`config.mk`:
```
export PLATFORM = sky130hd
export DESIGN_NAME = nabp_processing
export DESIGN_NICKNAME = d
export VERILOG_FILES = /design/src/logic/nabp_pkg.sv /design/src/logic/swap_if.sv /design/src/logic/angle_lut.sv /design/src/logic/swap_control.sv /design/src/logic/swappable.sv /design/src/logic/pe_output_stage.sv /design/src/logic/nabp_processing.sv
export VERILOG_INCLUDE_DIRS = /design/src /design/src/logic
export SDC_FILE = /design/constraint.sdc
export NUM_CORES = 1
export LEC_CHECK = 0
export ABC_AREA = 1
export BUFFER_PORTS_ARGS = -buffer_cell sky130_fd_sc_hd__buf_2
export CAP_MARGIN = 10
export CORE_ASPECT_RATIO = 0.8
export CORE_MARGIN = 10
export CORE_UTILIZATION = 55
export CTS_CLUSTER_SIZE = 10
export DETAILED_ROUTE_END_ITERATION = 10
export PLACE_DENSITY = 0.82
export SLEW_MARGIN = 10
export SYNTH_ARGS = -nofsm -noshare
export SYNTH_HDL_FRONTEND = slang
export SYNTH_SLANG_ARGS = --single-unit
```
`constraint.sdc`:
```
create_clock -name clk -period 2.2 [get_ports clk]
set_clock_uncertainty 0.05 [all_clocks]
set_input_delay 0.11 -clock clk [delete_from_list [all_inputs] [get_ports clk]]
set_output_delay 0.11 -clock clk [all_outputs]
set_load 0.005 [all_outputs]
```
`src/logic/nabp_cfg.svh`:
```
`ifndef NABP_CFG_SVH
`define NABP_CFG_SVH

// ------------------------------------------------------------
// sizes of the processing stage
// ------------------------------------------------------------

// angle index, 256 codes over 180 degrees
`define NABP_ANGLE_W 8

// filtered sample, signed
`define NABP_DATA_W 12

// filtered RAM address (s value), signed
`define NABP_S_W 12

// taps per projection line
`define NABP_PARTITIONS 4

// lines per angle
`define NABP_LINES 4

// cycles one shift holds pe_en
`define NABP_SHIFT_CYCLES 8

`endif

```
`src/logic/nabp_pkg.sv`:
```
`include "nabp_cfg.svh"

package nabp_pkg;

    // angle split into quadrant and offset within it
    typedef struct packed {
        logic [1:0]                quadrant;
        logic [`NABP_ANGLE_W-3:0]  offset;
    } angle_parts_t;

    // raw index for the lookup, parts for the scan decode
    typedef union packed {
        logic [`NABP_ANGLE_W-1:0]  raw;
        angle_parts_t              parts;
    } angle_word_u;

    // map and shift accumulators share the RAM address width
    typedef logic signed [`NABP_S_W-1:0] accu_t;

    typedef enum logic {
        scan_x,
        scan_y
    } scan_mode_e;

    typedef enum logic {
        forward,
        reverse
    } scan_dir_e;

    // swap controller states
    typedef enum logic [3:0] {
        ready,
        setup_1,
        setup_2,
        setup_3,
        fill,
        fill_and_shift,
        angle_setup_1,
        angle_setup_2,
        angle_setup_3,
        shift
    } ctrl_state_e;

endpackage

```
`src/logic/swap_if.sv`:
```
`timescale 1ns/1ns

interface swap_if;
    import nabp_pkg::*;

    // line start, map step and tap step from the controller
    accu_t accu_init;
    accu_t accu_base;
    accu_t sh_base;

    // acks, one cycle each, only while the request is up
    logic  swap_ack;
    logic  next_itr_ack;

    // unit requests
    // swap: fill done, taps ready to shift
    logic  swap;
    // next_itr: unit idle, can take a new line
    logic  next_itr;

    modport control
    (
        output accu_init,
        output accu_base,
        output sh_base,
        output swap_ack,
        output next_itr_ack,
        input  swap,
        input  next_itr
    );

    modport unit
    (
        input  accu_init,
        input  accu_base,
        input  sh_base,
        input  swap_ack,
        input  next_itr_ack,
        output swap,
        output next_itr
    );

endinterface

```
`src/logic/angle_lut.sv`:
```
`timescale 1ns/1ns

`include "nabp_cfg.svh"

module angle_lut
(
    input  logic                  clk,
    input  nabp_pkg::angle_word_u angle,
    output nabp_pkg::accu_t       map_part,
    output nabp_pkg::accu_t       map_base,
    output nabp_pkg::accu_t       shift_base
);
    import nabp_pkg::*;

    // ------------------------------------------------------------
    // table, one registered cycle from angle to values
    // ------------------------------------------------------------
    // values follow the angle while it is held, so the
    // controller reads them from the first setup cycle on

    always_ff @(posedge clk)
    begin
        // start of the map accumulator, angle times four
        map_part <= accu_t'(angle.raw) <<< 2;

        // map step per line
        // low nibble of the angle, never zero
        map_base <= accu_t'(angle.raw[3:0]) + accu_t'(1);

        // tap step within a line
        // top two bits of the angle, never zero
        shift_base <= accu_t'(angle.raw[`NABP_ANGLE_W-1 -: 2]) + accu_t'(1);
    end

endmodule

```
`src/logic/swap_control.sv`:
```
`timescale 1ns/1ns

`include "nabp_cfg.svh"

module swap_control
(
    input  logic            clk,
    input  logic            reset_n,
    input  logic            fr_has_next_angle,
    input  logic            fr_next_angle_ack,
    input  nabp_pkg::accu_t map_part,
    input  nabp_pkg::accu_t map_base,
    input  nabp_pkg::accu_t shift_base,
    swap_if.control         sw [2],
    output logic            fr_next_angle,
    output logic            sw_sel,
    output logic            pe_kick,
    output logic            pe_reset
);
    import nabp_pkg::*;

    // reaches LINES once every line of the angle is swapped
    localparam int LINE_W = $clog2(`NABP_LINES + 1);

    ctrl_state_e       state;
    ctrl_state_e       next_state;
    logic [LINE_W-1:0] line_cnt;
    accu_t             accu;

    logic in_setup;
    logic has_next_line;
    logic lines_done;
    logic swa_swap;
    logic swa_next_itr;
    logic swb_next_itr;
    logic swa_next_itr_ack;
    logic swb_next_itr_ack;
    logic swap_ack;

    // ------------------------------------------------------------
    // unit roles
    // ------------------------------------------------------------
    // unit a fills while unit b shifts
    // sw_sel low makes unit 0 a and unit 1 b
    assign swa_swap     = sw_sel ? sw[1].swap : sw[0].swap;
    assign swa_next_itr = sw_sel ? sw[1].next_itr : sw[0].next_itr;
    assign swb_next_itr = sw_sel ? sw[0].next_itr : sw[1].next_itr;

    // swap_ack only ever goes to the filling unit
    assign sw[0].swap_ack     = swap_ack & ~sw_sel;
    assign sw[1].swap_ack     = swap_ack & sw_sel;
    assign sw[0].next_itr_ack = sw_sel ? swb_next_itr_ack : swa_next_itr_ack;
    assign sw[1].next_itr_ack = sw_sel ? swa_next_itr_ack : swb_next_itr_ack;

    // both units see the same accumulator and steps
    for (genvar i = 0; i < 2; i++)
    begin : g_share
        assign sw[i].accu_init = accu;
        assign sw[i].accu_base = map_base;
        assign sw[i].sh_base   = shift_base;
    end

    // ------------------------------------------------------------
    // handshakes
    // ------------------------------------------------------------
    assign in_setup = state inside {setup_1, setup_2, setup_3,
                                    angle_setup_1, angle_setup_2, angle_setup_3};
    assign has_next_line = line_cnt < LINE_W'(`NABP_LINES - 1);
    assign lines_done    = line_cnt == LINE_W'(`NABP_LINES);

    // unit a takes the first line of an angle
    assign swa_next_itr_ack = (state == setup_3) || (state == angle_setup_3);

    // swap once a is full and b has finished any shift
    assign swap_ack = swa_swap &&
                      ((state == fill) || (state == fill_and_shift && swb_next_itr));

    // the unit just released by the shift takes the next line
    assign swb_next_itr_ack = swap_ack && has_next_line;

    // new angle only once the last line has left the fill side
    assign fr_next_angle = fr_has_next_angle &&
                           ((state == ready) ||
                            (state == fill_and_shift && lines_done));

    assign pe_kick  = swap_ack;
    assign pe_reset = (state == setup_3);

    // ------------------------------------------------------------
    // state machine
    // ------------------------------------------------------------
    always_comb
    begin
        next_state = state;
        case (state)
            ready:
                if (fr_next_angle_ack)
                    next_state = setup_1;
            setup_1:
                next_state = setup_2;
            setup_2:
                next_state = setup_3;
            setup_3:
                next_state = fill;
            fill:
                if (swap_ack)
                    next_state = fill_and_shift;
            fill_and_shift:
                if (lines_done)
                begin
                    // last line is shifting so wait for the next angle or the end
                    if (!fr_has_next_angle)
                        next_state = shift;
                    else if (fr_next_angle_ack)
                        next_state = angle_setup_1;
                end
            angle_setup_1:
                next_state = angle_setup_2;
            angle_setup_2:
                next_state = angle_setup_3;
            angle_setup_3:
                next_state = fill_and_shift;
            shift:
                if (swb_next_itr)
                    next_state = ready;
            default:
                next_state = ready;
        endcase
    end

    always_ff @(posedge clk)
    begin
        if (!reset_n)
        begin
            state    <= ready;
            sw_sel   <= 1'b0;
            line_cnt <= '0;
        end
        else
        begin
            state <= next_state;
            if (swap_ack)
                sw_sel <= ~sw_sel;
            if (in_setup)
                line_cnt <= '0;
            else if (swap_ack)
                line_cnt <= line_cnt + 1'b1;
        end
    end

    // table values are valid from setup_1 and load one cycle later
    // each swap moves the start down one map step for the next line
    always_ff @(posedge clk)
    begin
        if (state == setup_2 || state == angle_setup_2)
            accu <= map_part;
        else if (swap_ack)
            accu <= accu - map_base;
    end

    // ------------------------------------------------------------
    // checks
    // ------------------------------------------------------------
    // kicks go only to a unit that asks for a new line
    a_kick_has_req: assert property (@(posedge clk) disable iff (!reset_n)
        (!swa_next_itr_ack || swa_next_itr) && (!swb_next_itr_ack || swb_next_itr));

    // request held across a slow source
    a_req_held: assert property (@(posedge clk) disable iff (!reset_n)
        fr_next_angle && !fr_next_angle_ack |=> fr_next_angle);

    a_ack_has_req: assert property (@(posedge clk) disable iff (!reset_n)
        fr_next_angle_ack |-> fr_next_angle);

endmodule

```
`src/logic/swappable.sv`:
```
`timescale 1ns/1ns

`include "nabp_cfg.svh"

module swappable
(
    input  logic                                       clk,
    input  logic                                       reset_n,
    swap_if.unit                                       ctl,
    input  logic signed [`NABP_DATA_W-1:0]             fr_val,
    output nabp_pkg::accu_t                            fr_s_val,
    output logic [`NABP_PARTITIONS-1:0][`NABP_DATA_W-1:0] taps,
    output logic                                       pe_en
);
    import nabp_pkg::*;

    localparam int K_W = $clog2(`NABP_PARTITIONS + 1);
    localparam int T_W = $clog2(`NABP_PARTITIONS);
    localparam int C_W = $clog2(`NABP_SHIFT_CYCLES);

    // unit states
    localparam logic [1:0] st_idle  = 2'd0;
    localparam logic [1:0] st_fill  = 2'd1;
    localparam logic [1:0] st_full  = 2'd2;
    localparam logic [1:0] st_shift = 2'd3;

    logic [1:0]     state;
    logic [K_W-1:0] k;
    logic [C_W-1:0] shift_cnt;
    accu_t          offset;
    logic           issue;
    logic           rd_valid;
    logic [T_W-1:0] rd_idx;

    // one address per tap, k runs one past the last tap to drain
    assign issue    = (state == st_fill) && (k < K_W'(`NABP_PARTITIONS));
    // accu_init holds still while this unit fills
    assign fr_s_val = ctl.accu_init + offset;

    assign ctl.next_itr = (state == st_idle);
    assign ctl.swap     = (state == st_full);
    assign pe_en        = (state == st_shift);

    always_ff @(posedge clk)
    begin
        if (!reset_n)
        begin
            state     <= st_idle;
            k         <= '0;
            shift_cnt <= '0;
            rd_valid  <= 1'b0;
        end
        else
        begin
            rd_valid <= issue;
            case (state)
                st_idle:
                    if (ctl.next_itr_ack)
                    begin
                        state <= st_fill;
                        k     <= '0;
                    end
                st_fill:
                begin
                    if (issue)
                        k <= k + 1'b1;
                    // last sample lands at the end of this cycle
                    if (k == K_W'(`NABP_PARTITIONS))
                        state <= st_full;
                end
                st_full:
                    if (ctl.swap_ack)
                    begin
                        state     <= st_shift;
                        shift_cnt <= '0;
                    end
                default:
                begin
                    shift_cnt <= shift_cnt + 1'b1;
                    if (shift_cnt == C_W'(`NABP_SHIFT_CYCLES - 1))
                        state <= st_idle;
                end
            endcase
        end
    end

    // ------------------------------------------------------------
    // address generator and tap capture
    // ------------------------------------------------------------
    always_ff @(posedge clk)
    begin
        if (state == st_idle)
            offset <= '0;
        else if (issue)
            offset <= offset + ctl.sh_base;
        // RAM answers one cycle after the address
        rd_idx <= T_W'(k);
        if (rd_valid)
            taps[rd_idx] <= fr_val;
    end

    a_kick_when_idle: assert property (@(posedge clk) disable iff (!reset_n)
        ctl.next_itr_ack |-> state == st_idle);

    // start moves at most one map step between kick and first address
    a_start_step: assert property (@(posedge clk) disable iff (!reset_n)
        ctl.next_itr_ack |=> (ctl.accu_init == $past(ctl.accu_init)) ||
                             (ctl.accu_init == $past(ctl.accu_init) - ctl.accu_base));

endmodule

```
`src/logic/pe_output_stage.sv`:
```
`timescale 1ns/1ns

`include "nabp_cfg.svh"

module pe_output_stage
(
    input  logic                                       clk,
    input  logic                                       reset_n,
    input  logic                                       sw_sel,
    input  logic                                       pe_kick,
    input  nabp_pkg::angle_word_u                      fr_angle,
    input  logic [`NABP_PARTITIONS-1:0][`NABP_DATA_W-1:0] unit_taps [2],
    input  logic [1:0]                                 unit_pe_en,
    output logic [`NABP_PARTITIONS-1:0][`NABP_DATA_W-1:0] pe_taps,
    output logic                                       pe_en,
    output nabp_pkg::scan_mode_e                       pe_scan_mode,
    output nabp_pkg::scan_dir_e                        pe_scan_direction
);
    import nabp_pkg::*;

    // angle of the line now shifting
    angle_word_u pe_angle;

    // the unit not filling drives the PEs
    assign pe_taps = sw_sel ? unit_taps[0] : unit_taps[1];
    assign pe_en   = sw_sel ? unit_pe_en[0] : unit_pe_en[1];

    always_ff @(posedge clk)
    begin
        if (!reset_n)
            pe_angle <= '0;
        else if (pe_kick)
            pe_angle <= fr_angle;
    end

    // x scan near the horizontal, quadrants 0 and 3
    assign pe_scan_mode = (pe_angle.parts.quadrant == 2'd0 ||
                           pe_angle.parts.quadrant == 2'd3) ? scan_x : scan_y;

    // reverse past 90 degrees
    assign pe_scan_direction = pe_angle.parts.quadrant[1] ? reverse : forward;

endmodule

```
`src/logic/nabp_processing.sv`:
```
`timescale 1ns/1ns

`include "nabp_cfg.svh"

module nabp_processing
(
    input  logic                                       clk,
    input  logic                                       reset_n,
    input  logic [`NABP_ANGLE_W-1:0]                   fr_angle,
    input  logic                                       fr_has_next_angle,
    input  logic                                       fr_next_angle_ack,
    input  logic signed [`NABP_DATA_W-1:0]             fr0_val,
    input  logic signed [`NABP_DATA_W-1:0]             fr1_val,
    output logic                                       pe_reset,
    output logic                                       pe_kick,
    output logic                                       pe_en,
    output nabp_pkg::scan_mode_e                       pe_scan_mode,
    output nabp_pkg::scan_dir_e                        pe_scan_direction,
    output logic [`NABP_PARTITIONS-1:0][`NABP_DATA_W-1:0] pe_taps,
    output logic                                       fr_next_angle,
    output logic signed [`NABP_S_W-1:0]                fr0_s_val,
    output logic signed [`NABP_S_W-1:0]                fr1_s_val
);
    import nabp_pkg::*;

    accu_t                                        map_part;
    accu_t                                        map_base;
    accu_t                                        shift_base;
    logic                                         sw_sel;
    logic signed [`NABP_DATA_W-1:0]               unit_fr_val [2];
    accu_t                                        unit_fr_s_val [2];
    logic [`NABP_PARTITIONS-1:0][`NABP_DATA_W-1:0] unit_taps [2];
    logic [1:0]                                   unit_pe_en;

    swap_if sw [2] ();

    // each unit owns one RAM port
    assign unit_fr_val[0] = fr0_val;
    assign unit_fr_val[1] = fr1_val;
    assign fr0_s_val      = unit_fr_s_val[0];
    assign fr1_s_val      = unit_fr_s_val[1];

    angle_lut angle_lut_i
    (
        .clk        (clk),
        .angle      (fr_angle),
        .map_part   (map_part),
        .map_base   (map_base),
        .shift_base (shift_base)
    );

    swap_control swap_control_i
    (
        .clk               (clk),
        .reset_n           (reset_n),
        .fr_has_next_angle (fr_has_next_angle),
        .fr_next_angle_ack (fr_next_angle_ack),
        .map_part          (map_part),
        .map_base          (map_base),
        .shift_base        (shift_base),
        .sw                (sw),
        .fr_next_angle     (fr_next_angle),
        .sw_sel            (sw_sel),
        .pe_kick           (pe_kick),
        .pe_reset          (pe_reset)
    );

    // two identical fill/shift units
    for (genvar i = 0; i < 2; i++)
    begin : g_unit
        swappable swappable_i
        (
            .clk      (clk),
            .reset_n  (reset_n),
            .ctl      (sw[i]),
            .fr_val   (unit_fr_val[i]),
            .fr_s_val (unit_fr_s_val[i]),
            .taps     (unit_taps[i]),
            .pe_en    (unit_pe_en[i])
        );
    end

    pe_output_stage pe_output_stage_i
    (
        .clk               (clk),
        .reset_n           (reset_n),
        .sw_sel            (sw_sel),
        .pe_kick           (pe_kick),
        .fr_angle          (fr_angle),
        .unit_taps         (unit_taps),
        .unit_pe_en        (unit_pe_en),
        .pe_taps           (pe_taps),
        .pe_en             (pe_en),
        .pe_scan_mode      (pe_scan_mode),
        .pe_scan_direction (pe_scan_direction)
    );

endmodule

```
==> impl_summary.txt, run 1 <==
----------------------------------------------------
[Place]
  Number of port buffers ... around 110
  Routability congestion estimate from global placement ... between 0.8 and 0.9
  Final HPWL DP ... between 10000 and 15000 um
  Number of cells after detailed placement ... about 1300

[Die]
  Vertical die dimension ... approximately 130 um
  Number of top-level pins ... 114
  Placeable core area ... approximately 16000 um2
  Horiz. Die Dim ... between 150 and 200 um
  Total die area ... 21300 um2
  Effective utilization at floorplan ... 0.557
  Site row count ... 41

[Status]
  Status ... finished, violations left
  Violations in the final reports ... negative setup slack

[Power and ir drop]
  Net Sw Frac ... 0.365
  Int Power ... around 0.0068 W
  Sequential share of power ... 0.395
  Part of the total power dissipated in combinational logic ... 0.336
  Fraction of power consumed by the clock network ... 0.269
  Switching pwr ... 0.00392 W
  Leakage ... roughly 4.8 nW
  Cell area power density ... between 900 and 1000 nW/um2
  Worst vdd ir ... 694 uV

[Worst setup path]
  Worst Path Max Fanout ... 3
  Crit path max-delay family ... compound AO/OA/AOI/OAI gates
  Cell with the biggest individual delay on the critical path ... sky130_fd_sc_hd__edfxtp_1
  Worst-case reg-to-reg path depth ... 11
  Class of the most critical setup path ... reg2out
  Crit path capture type ... primary output
  Largest incremental delay on the critical path ... 0.52 ns
  Cells along the critical path ... ha_4 -> inv_4 -> o21ai_4 -> a21oi_2 -> o21bai_1 -> xor2_1 -> buf_2
  Critical Path Source Type ... flip-flop
  Worst path required time ... ~2.0 ns
  Depth of the critical timing path with buffers and inverters included ... 7
  Arrival time at the worst endpoint ... between 2 and 2.5 ns
  Sum of buffers and inverters on the critical path ... 2

[Hold path]
  Min-delay worst type ... in2reg
  Cell count of the worst hold path ... 5

[Logic synthesis]
  Gate count of the mapped netlist ... 938
  Count of flip-flops with a built-in enable after synthesis ... roughly 100
  Number of distinct library cells after synthesis ... 50
  Share of the yosys chip area belonging to registers ... 0.533
  Area of the mapped netlist ... ~8700 um2
  Ys flop type ... sky130_fd_sc_hd__edfxtp_1
  Asr flop ratio synth ... 0
  Dominant cells by area after synthesis ... sky130_fd_sc_hd__edfxtp_1 (36%), sky130_fd_sc_hd__dfxtp_1 (17%), sky130_fd_sc_hd__nand2_1 (12%)
  Synthesis warning total ... 0
  Cell type with the largest total area after synthesis ... sky130_fd_sc_hd__edfxtp_1
  Number of synthesized register bits ... 180
  Syn_nets ... roughly 1000
  Syn Area/Cell ... 9.30 um2
  Area share of the leading cell type in the synthesized netlist ... 0.358

[Global route]
  Vias in the first global route ... roughly 7200
  Number of antenna violations at the first check in global routing ... 0
  Wire length of the first global-routing pass ... around 37000 um
  Pin count of the biggest net entering global routing ... 50
  GRT Total Usage ... 0.211
  Remaining global-route overflow ... 0

[Routing]
  DRC violation total after the first TritonRoute iteration ... 677
  Via count of the routed design ... around 7200
  Vias per inst ... approximately 5.3
  Met2 layer wire length in the routed design ... 11400 um
  Drt total wl ... 23500 um
  DRT antenna net count ... 0
  Remaining DRCs ... 0
  M1 wire length ... 9400 um
  Top sig layer ... met4
  Drt wl/cell ... 17.3 um
  Met3 Routed Length ... approximately 2100 um
  First-pass iteration count of the detailed router ... 8

[Cells and area]
  Count of fill cells added during filler insertion ... 1065
  Proportion of layout cells with a drive suffix above 1 ... 0.271
  Highest-count cells in the layout ignoring fill and taps ... sky130_fd_sc_hd__nand2_1 (262), sky130_fd_sc_hd__buf_2 (113), sky130_fd_sc_hd__edfxtp_1 (104)
  Diode insertion count for antenna repair ... 0
  Area growth from synthesis to final layout ... 28.6%
  Leading cell type in the layout, fill and taps excluded ... sky130_fd_sc_hd__nand2_1
  Post-layout nets ... ~1200
  Final instance count without filler cells ... between 1000 and 1500

[STA]
  Final setup violation count ... 14
  Number of pins with negative max-slew slack in the final report ... 0
  RSZ-0062 raised after global routing ... yes
  Minimum hold slack ... between 0.05 and 0.06 ns
  Final period demand of the worst path ... roughly 2.4 ns
  Highest achievable clock rate ... around 420 MHz
  Least-Margin Pin Slew ... 0.503 ns
  Min setup slack post-route ... -0.189 ns
  Hold Violations, Final ... 0
  Worst-case headroom to the max-slew limit ... 0.665
  Final period util ... 1.09

[Clocking]
  H-tree level count ... 4
  TritonCTS clock tree ... yes
  Clock edge transition at the registers on the reported setup and hold paths ... about 0.070 ns
  Clock network latency to the later pin of the worst-skew pair ... 0.43 ns
  Clock net sink count ... 180
  Inserted Clock Buffers ... 17
  Maximum clock path buffer count ... 2
  Clock root buffer ... sky130_fd_sc_hd__clkbuf_16

[Run]
  Max-cap violations ... 0

----------------------------------------------------
[final cells by class]
type | count | area [um2] | share of cell area
clock inverters | 14 | 134 | 0.0119
well taps | 215 | 269 | 0.0240
multi-input cells | 651 | 4140 | 0.369
flip-flops and latches | 180 | 4650 | 0.415
repair buffers | 190 | 1240 | 0.111
inverters | 91 | 347 | 0.0309
clock buffers | 18 | 429 | 0.0383
[final timing paths]
check        slack (ns)                                     endpoint                                        start
max               -0.19                                 fr0_s_val[5]  swap_control_i.sw[0].accu_init[2]$_DFFE_PP_
min                0.06         swap_control_i.state[0]$_SDFFE_PN0P_                            fr_next_angle_ack
max reg2reg        0.04  swap_control_i.sw[0].accu_init[8]$_DFFE_PP_  swap_control_i.sw[0].accu_init[3]$_DFFE_PP_
min reg2reg        0.33      g_unit[1].swappable_i.rd_idx[1]$_DFF_P_      g_unit[1].swappable_i.k[1]$_SDFFE_PN0P_
[cells by family after synthesis]
kind of cell               count (synthesis)  share of synthesized area
adders and majority gates                 56                     0.0847
AOI/OAI and AO/OA                        133                     0.0861
DFF                                      180                      0.533
buffers and inverters                    107                     0.0479
xor gates and xnor gates                  33                     0.0331
and+or+nand+nor                          429                      0.216
[cells in the mapped netlist, types with 2 or more instances]
cell type and number:
sky130_fd_sc_hd__a21oi_1 67, sky130_fd_sc_hd__a31oi_1 2, sky130_fd_sc_hd__buf_1 4, sky130_fd_sc_hd__buf_4 2
sky130_fd_sc_hd__clkbuf_1 8, sky130_fd_sc_hd__dfxtp_1 76, sky130_fd_sc_hd__edfxtp_1 104, sky130_fd_sc_hd__fa_1 5
sky130_fd_sc_hd__ha_1 51, sky130_fd_sc_hd__inv_1 84, sky130_fd_sc_hd__inv_2 7, sky130_fd_sc_hd__nand2_1 271
sky130_fd_sc_hd__nand2_2 10, sky130_fd_sc_hd__nand2_4 4, sky130_fd_sc_hd__nand3_1 33, sky130_fd_sc_hd__nand3_2 2
sky130_fd_sc_hd__nand3b_1 2, sky130_fd_sc_hd__nand4_1 8, sky130_fd_sc_hd__nand4_2 2, sky130_fd_sc_hd__nor2_1 60
sky130_fd_sc_hd__nor2_2 5, sky130_fd_sc_hd__nor2_4 4, sky130_fd_sc_hd__nor3_1 20, sky130_fd_sc_hd__o211ai_1 3
sky130_fd_sc_hd__o21a_1 2, sky130_fd_sc_hd__o21ai_0 38, sky130_fd_sc_hd__o21ai_1 4, sky130_fd_sc_hd__o21ai_2 2
sky130_fd_sc_hd__o21bai_1 3, sky130_fd_sc_hd__o22ai_1 2, sky130_fd_sc_hd__o31ai_1 2, sky130_fd_sc_hd__or2_2 2
sky130_fd_sc_hd__xnor2_1 12, sky130_fd_sc_hd__xor2_1 21
[timing repair]
| action | CTS | global route |
|---|---|---|
| resized for setup | 51 | 42 |
| endpoints found under the setup margin | 16 | 22 |
| hold buffers | 33 | 0 |
| hold endpoints to repair | 120 | 0 |
| setup buffers | 22 | 8 |
| pin swaps | 27 | 36 |
[routing by layer]
metal | global-route usage | vias up
met4 | 0.0822 | 0
met1 | 0.260 | 3342
li1 | - | 3510
met2 | 0.351 | 337
met3 | 0.0487 | 57
met5 | 0 | -
[power by group through the flow]
stage | Sequential, W | Combinational (W) | Clock [W]
2_1_floorplan | 0.00416 | 0.00216 | 0
3_3_place_gp | 0.00426 | 0.00291 | 0
3_5_place_dp | 0.00427 | 0.00296 | 0
4_1_cts | 0.00422 | 0.00329 | 0.00292
5_1_grt | 0.00427 | 0.00399 | 0.00308
6_report | 0.00424 | 0.00361 | 0.00289
[stage by stage]
| stage | worst slack [ns] | setup TNS, ns | util | total power (W) | instance area, um2 |
|---|---|---|---|---|---|
| 2_1_floorplan | 0.318 | 0 | - | 0.00632 | 8720 |
| 3_5_place_dp | 0.143 | 0 | 0.616 | 0.00723 | 9630 |
| 4_1_cts | -0.0869 | -0.432 | 0.701 | 0.0104 | 11000 |
| 5_1_grt | -0.264 | -2.70 | 0.717 | 0.0113 | 11200 |
| 6_report | -0.189 | -1.68 | 0.717 | 0.0107 | 11200 |
| 3_3_place_gp | 0.203 | 0 | 0.616 | 0.00717 | 9630 |
[sequential cells by signal (all words and copies together) (netlist names)]
register                      flops
swap_control_i.sw.accu_init      12
pe_output_stage_i.pe_angle        2
angle_lut_i.map_base              5
g_unit.swappable_i.rd_valid       2
g_unit.swappable_i.offset        24
swap_control_i.line_cnt           3
g_unit.swappable_i.taps          96
g_unit.swappable_i.k              6
g_unit.swappable_i.rd_idx         4
swap_control_i.state              4
swap_control_i.sw_sel             1
g_unit.swappable_i.shift_cnt      6
angle_lut_i.shift_base            3
angle_lut_i.map_part              8
g_unit.swappable_i.state          4
[worst min-delay path, cell delays in order]
cell and delay, ns:
sky130_fd_sc_hd__buf_2 0.09, sky130_fd_sc_hd__inv_1 0.04, sky130_fd_sc_hd__nand2_1 0.08, sky130_fd_sc_hd__nand4_1 0.10
sky130_fd_sc_hd__a21oi_1 0.06
No activity file was read; power rests on OpenSTA's default activity.
==> run 2, diff against run 1 <==
--- a/config.mk
+++ b/config.mk
@@ -9,7 +9,7 @@
 export ABC_AREA = 1
 export BUFFER_PORTS_ARGS = -buffer_cell sky130_fd_sc_hd__buf_2
 export CAP_MARGIN = 10
-export CORE_ASPECT_RATIO = 0.8
+export CORE_ASPECT_RATIO = 1.75
 export CORE_MARGIN = 10
 export CORE_UTILIZATION = 55
 export CTS_CLUSTER_SIZE = 10
==> impl_summary.txt, run 2 (synthesis gave the netlist of run 1 again) <==
----------------------------------------------------
[STA]
  Final period util ... 1.08 (was 1.09)
  Least-Margin Pin Slew ... 0.489 ns (was 0.503 ns)
  Number of pins with negative max-slew slack in the final report ... 0 (unchanged)
  Highest achievable clock rate ... 422 MHz (was 419 MHz)
  Final period demand of the worst path ... 2.37 ns (was 2.39 ns)
  Min setup slack post-route ... -0.171 ns (was -0.189 ns)
  Worst-case headroom to the max-slew limit ... 0.672 (was 0.665)
  Final setup violation count ... 16 (was 14)
  Minimum hold slack ... 0.0638 ns (was 0.0551 ns)
  Hold Violations, Final ... 0 (unchanged)
  RSZ-0062 raised after global routing ... yes (unchanged)

[Die]
  Effective utilization at floorplan ... 0.564 (was 0.557)
  Horiz. Die Dim ... 115 um (was 161 um)
  Vertical die dimension ... 187 um (was 133 um)
  Site row count ... 60 (was 41)
  Number of top-level pins ... 114 (unchanged)
  Placeable core area ... 15500 um2 (was 15600 um2)
  Total die area ... 21500 um2 (was 21300 um2)

[Clocking]
  TritonCTS clock tree ... yes (unchanged)
  Clock net sink count ... 180 (unchanged)
  Maximum clock path buffer count ... 2 (unchanged)
  H-tree level count ... 4 (unchanged)
  Inserted Clock Buffers ... 17 (unchanged)
  Clock network latency to the later pin of the worst-skew pair ... 0.43 ns (about the same)
  Clock edge transition at the registers on the reported setup and hold paths ... 0.08 ns (was 0.07 ns)
  Clock root buffer ... sky130_fd_sc_hd__clkbuf_16 (unchanged)

[Global route]
  GRT Total Usage ... 0.215 (was 0.211)
  Number of antenna violations at the first check in global routing ... 0 (unchanged)
  Vias in the first global route ... 7615 (was 7225)
  Wire length of the first global-routing pass ... 37300 um (was 36500 um)
  Remaining global-route overflow ... 0 (unchanged)
  Pin count of the biggest net entering global routing ... 49 (was 50)

[Cells and area]
  Largest reg by FF count ... g_unit.swappable_i.taps (unchanged)
  Area growth from synthesis to final layout ... 29.5% (was 28.6%)
  Leading cell type in the layout, fill and taps excluded ... sky130_fd_sc_hd__nand2_1 (unchanged)
  Highest-count cells in the layout ignoring fill and taps ... sky130_fd_sc_hd__nand2_1 (262), sky130_fd_sc_hd__buf_2 (113), sky130_fd_sc_hd__edfxtp_1 (104) (unchanged)
  Diode insertion count for antenna repair ... 0 (unchanged)
  Largest register FFs ... 96 (unchanged)
  Post-layout nets ... 1228 (was 1223)
  Count of fill cells added during filler insertion ... 1011 (was 1065)
  Proportion of layout cells with a drive suffix above 1 ... 0.276 (was 0.271)

[Routing]
  DRT antenna net count ... 0 (unchanged)
  Via count of the routed design ... 7445 (was 7246)
  Vias per inst ... 5.58 (was 5.33)
  First-pass iteration count of the detailed router ... 4 (was 8)
  Drt wl/cell ... 18.6 um (was 17.3 um)
  Remaining DRCs ... 0 (unchanged)
  DRC violation total after the first TritonRoute iteration ... 495 (was 677)
  Drt total wl ... 24900 um (was 23500 um)

[Hold path]
  Destination of the worst hold path ... swap_control_i.state[0]$_SDFFE_PN0P_ (unchanged)
  Cell count of the worst hold path ... 5 (unchanged)
  HP Start ... fr_next_angle_ack (unchanged)
  Min-delay worst type ... in2reg (unchanged)

[Worst setup path]
  Flop2flop setup slack ... -0.13 ns (was 0.04 ns)
  Class of the most critical setup path ... reg2out (unchanged)
  Worst path required time ... 2.04 ns (about the same)
  Crit path max-delay family ... flip-flops (was compound AO/OA/AOI/OAI gates)
  Worst-case reg-to-reg path depth ... 10 (was 11)
  Capture point of the worst reg-to-reg path ... swap_control_i.sw[0].accu_init[8]$_DFFE_PP_ (unchanged)
  Sum of buffers and inverters on the critical path ... 2 (unchanged)
  Worst reg2reg startpoint ... swap_control_i.sw[0].accu_init[3]$_DFFE_PP_ (unchanged)
  Worst Path Max Fanout ... 4 (was 3)
  Largest incremental delay on the critical path ... 0.49 ns (was 0.52 ns)
  Cell with the biggest individual delay on the critical path ... sky130_fd_sc_hd__edfxtp_1 (unchanged)
  Arrival time at the worst endpoint ... 2.21 ns (was 2.23 ns)
  Cells along the critical path ... buf_6 -> ha_4 -> nand2_4 -> nor3_4 -> nand3_1 -> nand4_1 -> xor2_1 -> buf_2 (was ha_4 -> inv_4 -> o21ai_4 -> a21oi_2 -> o21bai_1 -> xor2_1 -> buf_2)
  Critical Path Source Type ... flip-flop (unchanged)
  Crit path capture type ... primary output (unchanged)

[Power and ir drop]
  Cell area power density ... 978 nW/um2 (was 958 nW/um2)
  Worst vdd ir ... 801 uV (was 694 uV)
  Leakage ... 4.86 nW (was 4.80 nW)

[Run]
  Max-cap violations ... 0 (unchanged)

[Place]
  Number of port buffers ... 113 (unchanged)
  Routability congestion estimate from global placement ... 0.960 (was 0.896)
  Final HPWL DP ... 16200 um (was 14900 um)
  Worst slack at placement ... 0.123 ns (was 0.143 ns)

[Status]
  Status ... finished, violations left (unchanged)
  Violations in the final reports ... negative setup slack (unchanged)

----------------------------------------------------
[run 2: cell types whose count changed in the layout (fill, tap and decap cells not counted), moves of 2 or more]
cell / previous run / this run
sky130_fd_sc_hd__buf_6: 4 / 9
sky130_fd_sc_hd__inv_8: 6 / 4
sky130_fd_sc_hd__nand3_1: 32 / 30
sky130_fd_sc_hd__clkinv_8: 0 / 5
sky130_fd_sc_hd__a21oi_1: 49 / 51
sky130_fd_sc_hd__clkinvlp_4: 3 / 0
sky130_fd_sc_hd__clkinv_4: 2 / 0
sky130_fd_sc_hd__a21oi_4: 5 / 3
sky130_fd_sc_hd__o21ai_1: 4 / 6
sky130_fd_sc_hd__inv_12: 0 / 2
[run 2: how the worst max path moves through the flow]
stage	from	endpoint	slack (ns)	cells past startpoint
5_1_grt	swap_control_i.sw[0].accu_init[7]$_DFFE_PP_	fr0_s_val[10]	-0.24	8
6_report	swap_control_i.sw[0].accu_init[7]$_DFFE_PP_	fr0_s_val[10]	-0.17	8
4_1_cts	swap_control_i.sw[0].accu_init[5]$_DFFE_PP_	fr0_s_val[8]	-0.11	9
3_5_place_dp	swap_control_i.sw[0].accu_init[9]$_DFFE_PP_	fr1_s_val[10]	0.12	7
3_3_place_gp	swap_control_i.sw[0].accu_init[0]$_SDFFE_PP0P_	swap_control_i.sw[0].accu_init[6]$_DFFE_PP_	0.17	11
2_1_floorplan	swap_control_i.sw[0].accu_init[0]$_SDFFE_PP0P_	swap_control_i.sw[0].accu_init[6]$_DFFE_PP_	0.32	11
[run 2: area by class of cell]
| class | instances | area [um2] | area share |
|---|---|---|---|
| Inverter | 91 | 347 | 0.0307 |
| Clock inverter | 15 | 190 | 0.0168 |
| Sequential cell | 180 | 4650 | 0.412 |
| Timing Repair Buffer | 195 | 1310 | 0.116 |
| Multi-Input combinational cell | 651 | 4130 | 0.366 |
| Clock buffer | 17 | 425 | 0.0377 |
| Tap cell | 186 | 233 | 0.0206 |
[run 2: routing by layer]
| metal | track usage | vias to the layer above | wire length (um) |
|---|---|---|---|
| li1 | - | 3534 | - |
| met1 | 0.215 | 3505 | 8680 |
| met2 | 0.396 | 319 | 13700 |
| met3 | 0.0398 | 87 | 1400 |
| met4 | 0.118 | 0 | 1060 |
| met5 | 0 | - | 0 |
[run 2: repair_timing]
| item | CTS | global route |
|---|---|---|
| setup buffers | 22 | 6 |
| resized for setup | 61 | 36 |
| hold endpoints to repair | 119 | 0 |
| setup endpoints to repair | 15 | 21 |
| hold buffers | 33 | 0 |
| pin swaps | 31 | 33 |
[run 2: worst register-to-register path: cells and delay by family (launching register included)]
kind	cells	cell delay, ns
flip-flops	1	0.53
buffers and inverters	2	0.30
AO/OA/AOI/OAI	2	0.42
adder cells (fa/ha/maj)	1	0.34
AND/OR/NAND/NOR	5	0.46
[run 2: power by group]
| part | internal (W) | switching, W |
|---|---|---|
| combinational | 0.00146 | 0.00229 |
| sequential | 0.00391 | 0.000294 |
| clock | 0.00156 | 0.00152 |
| total | 0.00693 | 0.00411 |
[run 2: through the flow]
stage / utilization / setup TNS [ns] / area (um2) / power, W / std cells
2_1_floorplan: - / 0 / 8720 / 0.00632 / 938
3_3_place_gp: 0.623 / 0 / 9640 / 0.00726 / 1242
3_5_place_dp: 0.623 / 0 / 9640 / 0.00733 / 1242
4_1_cts: 0.718 / -0.648 / 11100 / 0.0108 / 1329
5_1_grt: 0.730 / -2.53 / 11300 / 0.0116 / 1335
6_report: 0.730 / -1.27 / 11300 / 0.0110 / 1335
==> run 3, diff against run 2 <==
--- a/config.mk
+++ b/config.mk
@@ -14,7 +14,8 @@
 export CORE_UTILIZATION = 55
 export CTS_CLUSTER_SIZE = 10
 export DETAILED_ROUTE_END_ITERATION = 10
-export PLACE_DENSITY = 0.82
+export PLACE_DENSITY = 0.77
+export SKIP_LAST_GASP = 1
 export SLEW_MARGIN = 10
 export SYNTH_ARGS = -nofsm -noshare
 export SYNTH_HDL_FRONTEND = slang
==> impl_summary.txt, run 3 (synthesis gave the netlist of run 1 again) <==
----------------------------------------------------
[Status]
  Status ... finished, violations left (unchanged)
  Violations in the final reports ... negative setup slack (unchanged)

[Worst setup path]
  Worst path required time ... 2.04 ns (about the same)
  Crit path capture type ... primary output (unchanged)
  Worst Path Max Fanout ... 4 (unchanged)
  Critical Path Source Type ... flip-flop (unchanged)
  Launching element of the worst setup path ... swap_control_i.sw[0].accu_init[5]$_DFFE_PP_ (was swap_control_i.sw[0].accu_init[7]$_DFFE_PP_)
  Critical path capture point ... fr0_s_val[8] (was fr0_s_val[10])
  Worst reg2reg startpoint ... swap_control_i.sw[0].accu_init[2]$_DFFE_PP_ (was swap_control_i.sw[0].accu_init[3]$_DFFE_PP_)
  Worst-case reg-to-reg path depth ... 10 (unchanged)
  Flop2flop setup slack ... -0.02 ns (was -0.13 ns)
  Arrival time at the worst endpoint ... 2.14 ns (was 2.21 ns)
  Capture point of the worst reg-to-reg path ... swap_control_i.sw[0].accu_init[8]$_DFFE_PP_ (unchanged)
  Class of the most critical setup path ... reg2out (unchanged)

[Global route]
  Number of antenna violations at the first check in global routing ... 0 (unchanged)
  Pin count of the biggest net entering global routing ... 51 (was 49)
  GRT Total Usage ... 0.207 (was 0.215)
  Remaining global-route overflow ... 0 (unchanged)
  Wire length of the first global-routing pass ... 36100 um (was 37300 um)
  Vias in the first global route ... 7346 (was 7615)

[Place]
  Routability congestion estimate from global placement ... 0.955 (was 0.960)
  Number of cells after detailed placement ... 1239 (was 1242)
  Number of port buffers ... 113 (unchanged)
  Final HPWL DP ... 15400 um (was 16200 um)

[Die]
  Number of top-level pins ... 114 (unchanged)
  Placeable core area ... 15500 um2 (unchanged)
  Total die area ... 21500 um2 (unchanged)
  Vertical die dimension ... 187 um (unchanged)
  Effective utilization at floorplan ... 0.564 (unchanged)
  Horiz. Die Dim ... 115 um (unchanged)
  Site row count ... 60 (unchanged)

[Clocking]
  H-tree level count ... 4 (unchanged)
  Clock root buffer ... sky130_fd_sc_hd__clkbuf_16 (unchanged)
  Maximum clock path buffer count ... 2 (unchanged)
  Clock edge transition at the registers on the reported setup and hold paths ... 0.08 ns (about the same)
  Clock net sink count ... 180 (unchanged)
  Clock network latency to the later pin of the worst-skew pair ... 0.43 ns (about the same)
  Inserted Clock Buffers ... 17 (unchanged)
  TritonCTS clock tree ... yes (unchanged)

[STA]
  Number of pins with negative max-slew slack in the final report ... 0 (unchanged)
  Highest achievable clock rate ... 435 MHz (was 422 MHz)
  Worst-case headroom to the max-slew limit ... 0.665 (was 0.672)
  Minimum hold slack ... 0.0584 ns (was 0.0638 ns)
  Final period demand of the worst path ... 2.30 ns (was 2.37 ns)
  Least-Margin Pin Slew ... 0.503 ns (was 0.489 ns)
  RSZ-0062 raised after global routing ... yes (unchanged)
  Hold Violations, Final ... 0 (unchanged)
  Min setup slack post-route ... -0.101 ns (was -0.171 ns)
  Final setup violation count ... 13 (was 16)
  Final period util ... 1.05 (was 1.08)

[Run]
  Max-cap violations ... 0 (unchanged)

[Routing]
  First-pass iteration count of the detailed router ... 5 (was 4)
  Drt wl/cell ... 17.0 um (was 18.6 um)
  Via count of the routed design ... 7152 (was 7445)
  DRT antenna net count ... 0 (unchanged)
  Vias per inst ... 5.38 (was 5.58)
  DRC violation total after the first TritonRoute iteration ... 437 (was 495)
  Drt total wl ... 22600 um (was 24900 um)
  Remaining DRCs ... 0 (unchanged)

[Cells and area]
  Leading cell type in the layout, fill and taps excluded ... sky130_fd_sc_hd__nand2_1 (unchanged)
  Diode insertion count for antenna repair ... 0 (unchanged)
  Largest register FFs ... 96 (unchanged)
  Highest-count cells in the layout ignoring fill and taps ... sky130_fd_sc_hd__nand2_1 (266), sky130_fd_sc_hd__buf_2 (113), sky130_fd_sc_hd__edfxtp_1 (104) (was sky130_fd_sc_hd__nand2_1 (262), sky130_fd_sc_hd__buf_2 (113), sky130_fd_sc_hd__edfxtp_1 (104))
  Final instance count without filler cells ... 1330 (was 1335)
  Post-layout nets ... 1223 (was 1228)
  Area growth from synthesis to final layout ... 27.4% (was 29.5%)
  Proportion of layout cells with a drive suffix above 1 ... 0.260 (was 0.276)
  Largest reg by FF count ... g_unit.swappable_i.taps (unchanged)

[Power and ir drop]
  Leakage ... 4.83 nW (was 4.86 nW)
  Cell area power density ... 970 nW/um2 (was 978 nW/um2)
  Worst vdd ir ... 576 uV (was 801 uV)

[Hold path]
  Min-delay worst type ... in2reg (unchanged)

----------------------------------------------------
[run 3: cell types whose count changed in the layout (fill, tap and decap cells not counted), moves of 3 or more]
| cell | previous run | this run |
|---|---|---|
| sky130_fd_sc_hd__buf_6 | 9 | 4 |
| sky130_fd_sc_hd__inv_1 | 79 | 83 |
| sky130_fd_sc_hd__nand2_1 | 262 | 266 |
| sky130_fd_sc_hd__ha_1 | 34 | 37 |
| sky130_fd_sc_hd__ha_4 | 16 | 13 |
| sky130_fd_sc_hd__nand2_4 | 8 | 5 |
[run 3: how the worst min path moves through the flow]
stage,startpoint,end,depth (start not counted)
after CTS,fr_next_angle_ack,swap_control_i.state[2]$_SDFFE_PN0P_,5
after detailed placement,fr_angle[5],angle_lut_i.map_part[7]$_DFF_P_,1
final,fr_next_angle_ack,swap_control_i.state[2]$_SDFFE_PN0P_,5
after global placement,fr_angle[5],angle_lut_i.map_part[7]$_DFF_P_,1
after global routing,fr_next_angle_ack,swap_control_i.state[0]$_SDFFE_PN0P_,5
after floorplan,fr_angle[0],angle_lut_i.map_part[2]$_DFF_P_,0
[run 3: routing by layer]
| metal | track usage | share of wire |
|---|---|---|
| met2 | 0.377 | 0.54 |
| met4 | 0.108 | 0.043 |
| met5 | 0 | 0 |
| met3 | 0.0398 | 0.046 |
| met1 | 0.212 | 0.37 |
[run 3: layout make-up]
| class | count | area (um2) |
|---|---|---|
| clock buffer | 17 | 425 |
| sequential | 180 | 4650 |
| inverter | 91 | 342 |
| timing repair buffer | 190 | 1240 |
| multi-input combinational | 651 | 4020 |
| clock inverter | 15 | 195 |
| tap | 186 | 233 |
| fill | 1083 | 4360 |
[run 3: stage by stage]
stage / power [W] / area, um2 / worst slack [ns] / TNS, ns / util
6_report: 0.0108 / 11100 / -0.101 / -0.856 / 0.718
5_1_grt: 0.0114 / 11100 / -0.218 / -2.68 / 0.718
4_1_cts: 0.0107 / 11000 / -0.0477 / -0.233 / 0.711
3_5_place_dp: 0.00731 / 9620 / 0.0833 / 0 / 0.622
3_3_place_gp: 0.00725 / 9620 / 0.0984 / 0 / 0.622
2_1_floorplan: 0.00632 / 8720 / 0.318 / 0 / -
[run 3: report_power, final]
group          switching [W]  internal (W)  leakage (nW)
Sequential          0.000285       0.00390          1.56
Clock                0.00149       0.00156         0.301
Combinational        0.00217       0.00138          2.96
[run 3: worst max-delay path, cell delays in order (launching register included)]
cell,delay (ns)
sky130_fd_sc_hd__edfxtp_1,0.42
sky130_fd_sc_hd__buf_6,0.15
sky130_fd_sc_hd__ha_4,0.30
sky130_fd_sc_hd__nand2_4,0.07
sky130_fd_sc_hd__nor3_4,0.20
sky130_fd_sc_hd__a21oi_2,0.09
sky130_fd_sc_hd__nor2_1,0.14
sky130_fd_sc_hd__nor2_1,0.09
sky130_fd_sc_hd__xor2_1,0.15
sky130_fd_sc_hd__buf_2,0.13
[run 3: timing repair]
action / CTS / global route
buffers inserted: 20 / 6
pin swaps: 24 / 13
endpoints found under the setup margin: 15 / 17
gates resized for setup: 48 / 19
endpoints found under the hold margin: 117 / 0
hold buffers: 33 / 0
